<file path="src/verilog/engine_csr_index_pkg.sv">
package engine_csr_index_pkg;

    // ------------------------------------------------
    // Widths
    // ------------------------------------------------
    parameter int ADDRESS_WIDTH = 32;
    parameter int DATA_WIDTH    = 32;
    parameter int INDEX_WIDTH   = 32;

    // Tag and vertex count share this width, so a run holds at most 255 indices
    parameter int TAG_WIDTH = 8;

    // Size of one index word in memory
    parameter int INDEX_BYTES = 4;

    // ------------------------------------------------
    // Packets
    // ------------------------------------------------
    typedef struct packed {
        logic [ADDRESS_WIDTH-1:0] address;
        logic [TAG_WIDTH-1:0]     tag;
    } memory_request_t;

    typedef struct packed {
        logic [DATA_WIDTH-1:0] data;
        logic [TAG_WIDTH-1:0]  tag;
    } memory_response_t;

    // Absolute index plus the word read for it
    typedef struct packed {
        logic [INDEX_WIDTH-1:0] index;
        logic [DATA_WIDTH-1:0]  data;
    } engine_request_t;

endpackage : engine_csr_index_pkg

</file>
<file path="src/verilog/csr_config_if.sv">
`timescale 1ns/1ns

interface csr_config_if;
    import engine_csr_index_pkg::*;

    logic                     active;
    logic                     start;
    logic [ADDRESS_WIDTH-1:0] base_address;
    logic [INDEX_WIDTH-1:0]   start_index;
    logic [TAG_WIDTH-1:0]     count;
    logic                     finished;

    // Descriptor holder
    modport source (
        output active, start, base_address, start_index, count,
        input  finished
    );

    modport generator (
        input active, start, base_address, start_index, count
    );

    // Response side only needs the range
    modport collector (
        input  start, start_index, count,
        output finished
    );

endinterface : csr_config_if

</file>
<file path="src/verilog/csr_index_fifo.sv">
`timescale 1ns/1ns

module csr_index_fifo #(
    parameter type payload_t   = logic [31:0],
    parameter int  FIFO_DEPTH  = 16,
    parameter int  PROG_THRESH = 8
) (
    input  logic     ap_clk,
    input  logic     areset_csr_engine,
    input  logic     push,
    input  payload_t push_payload,
    input  logic     pop,
    output payload_t pop_payload,
    output logic     valid,
    output logic     full,
    output logic     prog_full
);

    localparam int PTR_WIDTH   = (FIFO_DEPTH > 1) ? $clog2(FIFO_DEPTH) : 1;
    localparam int COUNT_WIDTH = $clog2(FIFO_DEPTH + 1);

    payload_t               buffer [FIFO_DEPTH];
    logic [PTR_WIDTH-1:0]   write_ptr;
    logic [PTR_WIDTH-1:0]   read_ptr;
    logic [COUNT_WIDTH-1:0] occupancy;
    logic                   write_en;
    logic                   read_en;

    assign write_en = push & ~full;
    assign read_en  = pop & valid;

    // ------------------------------------------------
    // Storage
    // ------------------------------------------------
    always_ff @(posedge ap_clk) begin
        if (write_en) begin
            buffer[write_ptr] <= push_payload;
        end
    end

    // Head item is visible before the pop
    assign pop_payload = buffer[read_ptr];

    // ------------------------------------------------
    // Pointers and occupancy
    // ------------------------------------------------
    always_ff @(posedge ap_clk) begin
        if (areset_csr_engine) begin
            write_ptr <= '0;
            read_ptr  <= '0;
            occupancy <= '0;
        end
        else begin
            if (write_en) begin
                write_ptr <= (write_ptr == PTR_WIDTH'(FIFO_DEPTH - 1)) ? '0 : write_ptr + 1'b1;
            end
            if (read_en) begin
                read_ptr <= (read_ptr == PTR_WIDTH'(FIFO_DEPTH - 1)) ? '0 : read_ptr + 1'b1;
            end
            case ({write_en, read_en})
                2'b10:   occupancy <= occupancy + 1'b1;
                2'b01:   occupancy <= occupancy - 1'b1;
                default: occupancy <= occupancy;
            endcase
        end
    end

    assign valid     = (occupancy != '0);
    assign full      = (occupancy == COUNT_WIDTH'(FIFO_DEPTH));
    assign prog_full = (occupancy >= COUNT_WIDTH'(PROG_THRESH));

    // Producer and consumer must honour the flags
    push_when_full : assert property (
        @(posedge ap_clk) disable iff (areset_csr_engine) push |-> !full
    ) else $error("FIFO pushed while full");

    pop_when_empty : assert property (
        @(posedge ap_clk) disable iff (areset_csr_engine) pop |-> valid
    ) else $error("FIFO popped while empty");

endmodule : csr_index_fifo

</file>
<file path="src/verilog/csr_index_configure.sv">
`timescale 1ns/1ns

module csr_index_configure (
    input  logic                                         ap_clk,
    input  logic                                         areset_csr_engine,
    input  logic                                         descriptor_valid,
    input  logic [engine_csr_index_pkg::ADDRESS_WIDTH-1:0] descriptor_base_address,
    input  logic [engine_csr_index_pkg::INDEX_WIDTH-1:0]   descriptor_start_index,
    input  logic [engine_csr_index_pkg::TAG_WIDTH-1:0]     descriptor_count,
    output logic                                         done,
    csr_config_if.source                                 csr_config
);

    logic accept;
    logic nonzero;

    // Descriptors only count while idle
    assign accept  = descriptor_valid & done;
    assign nonzero = |descriptor_count;

    // Descriptor fields, held for the whole run
    always_ff @(posedge ap_clk) begin
        if (accept) begin
            csr_config.base_address <= descriptor_base_address;
            csr_config.start_index  <= descriptor_start_index;
            csr_config.count        <= descriptor_count;
        end
    end

    // ------------------------------------------------
    // Run control
    // ------------------------------------------------
    always_ff @(posedge ap_clk) begin
        if (areset_csr_engine) begin
            csr_config.active <= 1'b0;
            csr_config.start  <= 1'b0;
            done              <= 1'b1;
        end
        else begin
            csr_config.start <= accept & nonzero;
            if (accept) begin
                // Empty range never goes active
                csr_config.active <= nonzero;
                done              <= 1'b0;
            end
            else if (csr_config.active) begin
                if (csr_config.finished) begin
                    csr_config.active <= 1'b0;
                    done              <= 1'b1;
                end
            end
            else begin
                done <= 1'b1;
            end
        end
    end

    // Completion pulse only belongs to a live run
    finished_while_idle : assert property (
        @(posedge ap_clk) disable iff (areset_csr_engine) csr_config.finished |-> csr_config.active
    ) else $error("Response stage finished while no descriptor was active");

endmodule : csr_index_configure

</file>
<file path="src/verilog/csr_index_generator.sv">
`timescale 1ns/1ns

module csr_index_generator (
    input  logic                                  ap_clk,
    input  logic                                  areset_csr_engine,
    input  logic                                  request_prog_full,
    output logic                                  request_push,
    output engine_csr_index_pkg::memory_request_t request_payload,
    csr_config_if.generator                       csr_config
);
    import engine_csr_index_pkg::*;

    logic [TAG_WIDTH-1:0]   offset;
    logic [TAG_WIDTH-1:0]   offset_next;
    logic                   walking;
    logic [INDEX_WIDTH-1:0] index;

    // ------------------------------------------------
    // Offset walk
    // ------------------------------------------------
    assign offset_next = offset + 1'b1;

    always_ff @(posedge ap_clk) begin
        if (areset_csr_engine) begin
            offset  <= '0;
            walking <= 1'b0;
        end
        else begin
            if (csr_config.start) begin
                offset  <= '0;
                walking <= 1'b1;
            end
            else if (request_push) begin
                offset <= offset_next;
                // Last index of the range goes out this cycle
                if (offset_next == csr_config.count) begin
                    walking <= 1'b0;
                end
            end
        end
    end

    // Hold off while the request FIFO is near full
    assign request_push = walking & ~request_prog_full;

    // ------------------------------------------------
    // Request payload
    // ------------------------------------------------
    assign index = csr_config.start_index + INDEX_WIDTH'(offset);

    always_comb begin
        request_payload.address = csr_config.base_address
                                + ADDRESS_WIDTH'(index) * ADDRESS_WIDTH'(INDEX_BYTES);
        // Tag is the offset from the first index
        request_payload.tag     = offset;
    end

    push_while_inactive : assert property (
        @(posedge ap_clk) disable iff (areset_csr_engine) request_push |-> csr_config.active
    ) else $error("Memory request issued with no active descriptor");

endmodule : csr_index_generator

</file>
<file path="src/verilog/csr_index_response.sv">
`timescale 1ns/1ns

module csr_index_response (
    input  logic                                   ap_clk,
    input  logic                                   areset_csr_engine,
    input  logic                                   response_valid,
    input  engine_csr_index_pkg::memory_response_t response_payload,
    input  logic                                   engine_prog_full,
    input  logic                                   engine_pop,
    output logic                                   response_pop,
    output logic                                   engine_push,
    output engine_csr_index_pkg::engine_request_t  engine_payload,
    csr_config_if.collector                        csr_config
);
    import engine_csr_index_pkg::*;

    logic [TAG_WIDTH-1:0] taken;
    logic                 armed;

    // ------------------------------------------------
    // Response to engine request
    // ------------------------------------------------
    // One response per cycle, only when the engine FIFO has room
    assign response_pop = response_valid & ~engine_prog_full;
    assign engine_push  = response_pop;

    always_comb begin
        engine_payload.index = csr_config.start_index + INDEX_WIDTH'(response_payload.tag);
        engine_payload.data  = response_payload.data;
    end

    // ------------------------------------------------
    // Completion count
    // ------------------------------------------------
    // Counted at the engine output, so done waits for the last transfer
    always_ff @(posedge ap_clk) begin
        if (areset_csr_engine) begin
            taken               <= '0;
            armed               <= 1'b0;
            csr_config.finished <= 1'b0;
        end
        else begin
            csr_config.finished <= 1'b0;
            if (csr_config.start) begin
                taken <= '0;
                armed <= 1'b1;
            end
            else begin
                if (engine_pop) begin
                    taken <= taken + 1'b1;
                end
                if (armed && taken == csr_config.count) begin
                    csr_config.finished <= 1'b1;
                    armed               <= 1'b0;
                end
            end
        end
    end

    // Memory must only return tags that were issued
    tag_in_range : assert property (
        @(posedge ap_clk) disable iff (areset_csr_engine)
        response_pop |-> (response_payload.tag < csr_config.count)
    ) else $error("Memory response tag outside the descriptor range");

endmodule : csr_index_response

</file>
<file path="src/verilog/engine_csr_index.sv">
`timescale 1ns/1ns

module engine_csr_index #(
    parameter int FIFO_DEPTH  = 16,
    parameter int PROG_THRESH = 8
) (
    input  logic                                         ap_clk,
    input  logic                                         areset_csr_engine,
    input  logic                                         descriptor_valid,
    input  logic [engine_csr_index_pkg::ADDRESS_WIDTH-1:0] descriptor_base_address,
    input  logic [engine_csr_index_pkg::INDEX_WIDTH-1:0]   descriptor_start_index,
    input  logic [engine_csr_index_pkg::TAG_WIDTH-1:0]     descriptor_count,
    output logic                                         done,
    input  logic                                         memory_request_ready,
    output logic                                         memory_request_valid,
    output logic [engine_csr_index_pkg::ADDRESS_WIDTH-1:0] memory_request_address,
    output logic [engine_csr_index_pkg::TAG_WIDTH-1:0]     memory_request_tag,
    input  logic                                         memory_response_valid,
    input  logic [engine_csr_index_pkg::DATA_WIDTH-1:0]    memory_response_data,
    input  logic [engine_csr_index_pkg::TAG_WIDTH-1:0]     memory_response_tag,
    output logic                                         memory_response_ready,
    input  logic                                         engine_request_ready,
    output logic                                         engine_request_valid,
    output logic [engine_csr_index_pkg::INDEX_WIDTH-1:0]   engine_request_index,
    output logic [engine_csr_index_pkg::DATA_WIDTH-1:0]    engine_request_data
);
    import engine_csr_index_pkg::*;

    // ------------------------------------------------
    // Wires
    // ------------------------------------------------
    memory_request_t  request_payload;
    memory_request_t  request_head;
    logic             request_push;
    logic             request_pop;
    logic             request_prog_full;

    memory_response_t response_in;
    memory_response_t response_head;
    logic             response_valid;
    logic             response_pop;
    logic             response_prog_full;

    engine_request_t  engine_payload;
    engine_request_t  engine_head;
    logic             engine_push;
    logic             engine_pop;
    logic             engine_prog_full;

    csr_config_if csr_config ();

    // ------------------------------------------------
    // Control stages
    // ------------------------------------------------
    csr_index_configure i_csr_index_configure (
        .ap_clk                 (ap_clk),
        .areset_csr_engine      (areset_csr_engine),
        .descriptor_valid       (descriptor_valid),
        .descriptor_base_address(descriptor_base_address),
        .descriptor_start_index (descriptor_start_index),
        .descriptor_count       (descriptor_count),
        .done                   (done),
        .csr_config             (csr_config)
    );

    csr_index_generator i_csr_index_generator (
        .ap_clk           (ap_clk),
        .areset_csr_engine(areset_csr_engine),
        .request_prog_full(request_prog_full),
        .request_push     (request_push),
        .request_payload  (request_payload),
        .csr_config       (csr_config)
    );

    csr_index_response i_csr_index_response (
        .ap_clk           (ap_clk),
        .areset_csr_engine(areset_csr_engine),
        .response_valid   (response_valid),
        .response_payload (response_head),
        .engine_prog_full (engine_prog_full),
        .engine_pop       (engine_pop),
        .response_pop     (response_pop),
        .engine_push      (engine_push),
        .engine_payload   (engine_payload),
        .csr_config       (csr_config)
    );

    // ------------------------------------------------
    // Memory request out
    // ------------------------------------------------
    assign request_pop            = memory_request_valid & memory_request_ready;
    assign memory_request_address = request_head.address;
    assign memory_request_tag     = request_head.tag;

    csr_index_fifo #(
        .payload_t  (memory_request_t),
        .FIFO_DEPTH (FIFO_DEPTH),
        .PROG_THRESH(PROG_THRESH)
    ) i_request_fifo (
        .ap_clk           (ap_clk),
        .areset_csr_engine(areset_csr_engine),
        .push             (request_push),
        .push_payload     (request_payload),
        .pop              (request_pop),
        .pop_payload      (request_head),
        .valid            (memory_request_valid),
        .full             (),
        .prog_full        (request_prog_full)
    );

    // ------------------------------------------------
    // Memory response in
    // ------------------------------------------------
    assign response_in.data      = memory_response_data;
    assign response_in.tag       = memory_response_tag;
    assign memory_response_ready = ~response_prog_full;

    csr_index_fifo #(
        .payload_t  (memory_response_t),
        .FIFO_DEPTH (FIFO_DEPTH),
        .PROG_THRESH(PROG_THRESH)
    ) i_response_fifo (
        .ap_clk           (ap_clk),
        .areset_csr_engine(areset_csr_engine),
        .push             (memory_response_valid),
        .push_payload     (response_in),
        .pop              (response_pop),
        .pop_payload      (response_head),
        .valid            (response_valid),
        .full             (),
        .prog_full        (response_prog_full)
    );

    // ------------------------------------------------
    // Engine request out
    // ------------------------------------------------
    assign engine_pop           = engine_request_valid & engine_request_ready;
    assign engine_request_index = engine_head.index;
    assign engine_request_data  = engine_head.data;

    csr_index_fifo #(
        .payload_t  (engine_request_t),
        .FIFO_DEPTH (FIFO_DEPTH),
        .PROG_THRESH(PROG_THRESH)
    ) i_engine_fifo (
        .ap_clk           (ap_clk),
        .areset_csr_engine(areset_csr_engine),
        .push             (engine_push),
        .push_payload     (engine_payload),
        .pop              (engine_pop),
        .pop_payload      (engine_head),
        .valid            (engine_request_valid),
        .full             (),
        .prog_full        (engine_prog_full)
    );

endmodule : engine_csr_index

</file>
<file path="config.mk">
export PLATFORM = sky130hd
export DESIGN_NAME = engine_csr_index
export DESIGN_NICKNAME = d
export VERILOG_FILES = /design/src/verilog/engine_csr_index_pkg.sv /design/src/verilog/csr_config_if.sv /design/src/verilog/csr_index_fifo.sv /design/src/verilog/csr_index_configure.sv /design/src/verilog/csr_index_generator.sv /design/src/verilog/csr_index_response.sv /design/src/verilog/engine_csr_index.sv
export SDC_FILE = /design/constraint.sdc
export NUM_CORES = 2
export LEC_CHECK = 0
export ABC_CLOCK_PERIOD_IN_PS = 4650
export BUFFER_PORTS_ARGS = -buffer_cell sky130_fd_sc_hd__buf_4
export CAP_MARGIN = 40
export CORE_MARGIN = 2
export CORE_UTILIZATION = 43
export DETAILED_ROUTE_END_ITERATION = 12
export PLACE_DENSITY_LB_ADDON = 0.15
export SLEW_MARGIN = 20
export SYNTH_ARGS = -nofsm -noshare
export SYNTH_HDL_FRONTEND = slang
export SYNTH_SLANG_ARGS = --single-unit
</file>
<file path="constraint.sdc">
create_clock -name ap_clk -period 4.65 [get_ports ap_clk]
set_input_delay 0.465 -clock ap_clk [delete_from_list [all_inputs] [get_ports ap_clk]]
set_output_delay 0.465 -clock ap_clk [all_outputs]
set_load 0.005 [all_outputs]
</file>
==> impl_metrics.env <==
export IMPL_outcome="finished clean"
export IMPL_syn_area_um2=95600
export IMPL_grt_remaining_overflow=0
export IMPL_combinationalPowerShare=0.223
export IMPL_drt_iter0_markers=4394
export IMPL_numPortBuffers=225
export IMPL_ys_seq_elements=2449
export IMPL_setup_viol=0
export IMPL_critical_path_class="reg2reg"
export IMPL_path_buf_inv=4
export IMPL_core_um2=222000
export IMPL_drive_gt1_frac=0.321
export IMPL_gr_usage_met1=0.300
export IMPL_vias_per_cell=5.63
export IMPL_synth_distinct_cells=71
export IMPL_crit_path_end_kind="flop"
export IMPL_dr_pass1_iters=7
export IMPL_cts_htree_levels=5
export IMPL_gp_congestion=0.798
export IMPL_min_period_ps=4400
export IMPL_async_reset_ff_frac=0
export IMPL_syn2layout_area_growth_pct=17.3
export IMPL_seq_power_share=0.450
export IMPL_cts_root_buf="clkbuf_16"
export IMPL_crit_required_ps=5350
export IMPL_finalNonFillerCells=8030
export IMPL_start_util=0.431
export IMPL_whs_ps=114
export IMPL_final_max_slew_viol_count=0
export IMPL_crit_family="compound AO/OA/AOI/OAI gates"
export IMPL_skew_ps=61.5
export IMPL_drc_errors=0
export IMPL_hold_violations=0
export IMPL_syn_num_nets=4381
export IMPL_cap_viol_max_count=0
export IMPL_synthFlopType="edfxtp_1"
export IMPL_worstPathMaxFanout=16
export IMPL_worst_path_max_delay_cell="fa_1"
export IMPL_post_place_cells=7446
export IMPL_cp_data_arrival_time_ps=5100
export IMPL_max_slew_margin=0.391
export IMPL_grtUsageMet3=0.0348
export IMPL_yosysWarnings=0
export IMPL_dieArea_um2=226000
export IMPL_drt_wl_total_um=231000
export IMPL_die_y_um=476
export IMPL_powerDensity_nw_per_um2=548
export IMPL_grt_pass1_vias=46800
export IMPL_rows=173
export IMPL_fmax_mhz=227
export IMPL_ir_drop_v=0.000554
export IMPL_vias=45200
export IMPL_cp_slowest_stage_delay_ps=410
export IMPL_syn_inst=4180
export IMPL_post_cts_buffers=0
export IMPL_numCtsBuffers=276
export IMPL_fin_setup_tns_ps=0
export IMPL_cts_tree="built"
export IMPL_clock_sinks=2449
export IMPL_ant_nets=0
export IMPL_hold_path_class="in2reg"
export IMPL_synth_edf_count=2376
export IMPL_grt_max_degree=104
export IMPL_nets=5066
export IMPL_busiest_layer="met2"
export IMPL_hpwlAfterDp_um=134000
export IMPL_wire_per_inst_um=28.7
export IMPL_die_w_um=476
export IMPL_p_leak_nw=35.3
export IMPL_grt_pass1_wl_um=331000
export IMPL_pwr_share_clk=0.327
export IMPL_p_int_w=0.0452
export IMPL_grtUsageTotal=0.204
export IMPL_swShare=0.265
export IMPL_clk_pin_slew_ps=50
export IMPL_cp_common_cell="buf_4"
export IMPL_clk_latency_ps=900
export IMPL_crit_path_start_kind="flop"
export IMPL_grt_use_met2=0.318
export IMPL_worst_slew_pin_slew_ps=913
export IMPL_crit_path_cell_trace="ha_1, fa_1, a21o_1, a211oi_2, buf_4, nor2b_1, o22a_2, nand3_1, xnor2_1, ha_1, o211ai_1, buf_4, o21a_1, a2111oi_0, buf_4, nor3_1, xnor2_1, buf_4"
export IMPL_synth_avg_cell_area_um2=22.9
export IMPL_fin_crit_sh=0.946
export IMPL_switchingPower_w=0.0163
export IMPL_antenna_found_initial=13
export IMPL_cts_buffer_depth=4
export IMPL_yosysSeqAreaShare=0.761
export IMPL_utilization=0.506
export IMPL_io_pins=226
[final timing paths]
check,end,cells past startpoint,startpoint,slack [ps]
worst max-delay path,i_request_fifo.buffer[1][35]$_DFFE_PP_,18,i_csr_index_configure.csr_config.start_index[0]$_DFFE_PP_,250
worst min-delay path,i_csr_index_response.taken[1]$_SDFFE_PP0P_,5,engine_request_ready,110
worst max register to register,i_request_fifo.buffer[1][35]$_DFFE_PP_,18,i_csr_index_configure.csr_config.start_index[0]$_DFFE_PP_,250
worst min register to register,i_csr_index_response.csr_config.finished$_SDFF_PP0_,2,i_csr_index_response.armed$_SDFFE_PP0P_,450
[kinds of logic after synthesis]
family | Yosys count | share of synthesized area
and+or+nand+nor | 353 | 0.0184
buffers and inverters | 232 | 0.0130
adders and majority gates | 83 | 0.0113
AOI/OAI and AO/OA | 207 | 0.0136
DFF | 2449 | 0.761
xor gates and xnor gates | 134 | 0.0123
muxes | 722 | 0.170
[power by group through the flow]
stage | logic, W | clock network [W] | registers (W)
2_1_floorplan | 0.00880 | 0 | 0.0278
4_1_cts | 0.0140 | 0.0206 | 0.0277
6_report | 0.0137 | 0.0201 | 0.0277
3_3_place_gp | 0.0136 | 0 | 0.0282
5_1_grt | 0.0148 | 0.0214 | 0.0278
3_5_place_dp | 0.0139 | 0 | 0.0282
[cell usage after synthesis, drive strengths merged, types with 9 or more instances]
cell / count / area, µm²
nor2: 99 / 372
ha: 77 / 963
o211ai: 9 / 67.6
nand2: 71 / 274
dfxtp: 73 / 1460
a21oi: 82 / 410
buf: 111 / 782
nand2b: 9 / 56.3
nand4: 17 / 106
nand3: 35 / 193
xor2: 51 / 447
clkbuf: 82 / 318
edfxtp: 2376 / 71300
nor3: 33 / 176
inv: 37 / 139
xnor2: 83 / 727
a211oi: 13 / 97.6
and3: 17 / 108
o21a: 9 / 67.6
o21ai: 43 / 226
mux4: 720 / 16200
a21o: 16 / 120
and2: 32 / 200
nor2b: 16 / 100
[sequential cells by signal, summed over array words and instances (netlist names), 4 cells and up, named ones only]
register                                       flops
i_response_fifo.buffer                           640
i_engine_fifo.write_ptr                            4
i_csr_index_configure.csr_config.count             8
i_response_fifo.write_ptr                          4
i_response_fifo.read_ptr                           4
i_csr_index_generator.offset                       8
i_request_fifo.read_ptr                            4
i_engine_fifo.read_ptr                             4
i_csr_index_configure.csr_config.base_address     32
i_engine_fifo.occupancy                            5
i_response_fifo.occupancy                          5
i_request_fifo.write_ptr                           4
i_csr_index_configure.csr_config.start_index      32
i_request_fifo.occupancy                           5
i_request_fifo.buffer                            640
i_csr_index_response.taken                         8
i_engine_fifo.buffer                            1024
[worst min-delay path: cells and delay by family]
family                 cells  cell delay (ps)
buffers and inverters      2              280
AO/OA/AOI/OAI              2              110
AND/OR/NAND/NOR            1               80
[area by class of cell]
class / count / area (µm²)
flip-flops and latches: 2449 / 72800
diodes: 7 / 17.5
clock buffers: 355 / 7380
clock inverters: 106 / 821
inverters: 39 / 149
well taps: 2975 / 3720
multi-input cells: 1499 / 21900
fillers: 17600 / 109000
repair buffers: 600 / 5440
[cell usage in the layout, fill, tap and decap left out, types with 51 or more instances in the layout]
master	instances
edfxtp_1	2376
mux4_2	712
buf_4	436
clkbuf_16	283
dlygate4sd3_1	114
nor2_1	87
a21oi_1	82
xnor2_1	81
ha_1	77
nand2_1	70
clkbuf_1	69
clkinv_1	62
dfxtp_1	61
xor2_1	51
[through the flow]
stage	setup slack [ps]	area [µm²]	total power, W
after global placement	-112	102000	0.0417
final	249	112000	0.0615
after detailed placement	-41.8	103000	0.0421
after floorplan	318	95600	0.0366
after CTS	49.0	112000	0.0623
after global routing	-1.36	112000	0.0640
[layer usage]
layer / routed length, µm / share of wire
met1: 102000 / 0.44
met2: 109000 / 0.47
met3: 13200 / 0.057
met4: 5680 / 0.025
met5: 131 / 0.00057
[repair_timing]
action | in CTS | in global routing
pin swaps | 0 | 2
hold buffers | 114 | 0
setup endpoints to repair | 24 | 153
hold endpoints to repair | 723 | 0
resized for setup | 3 | 15
No activity file was read; power rests on OpenSTA's default activity.
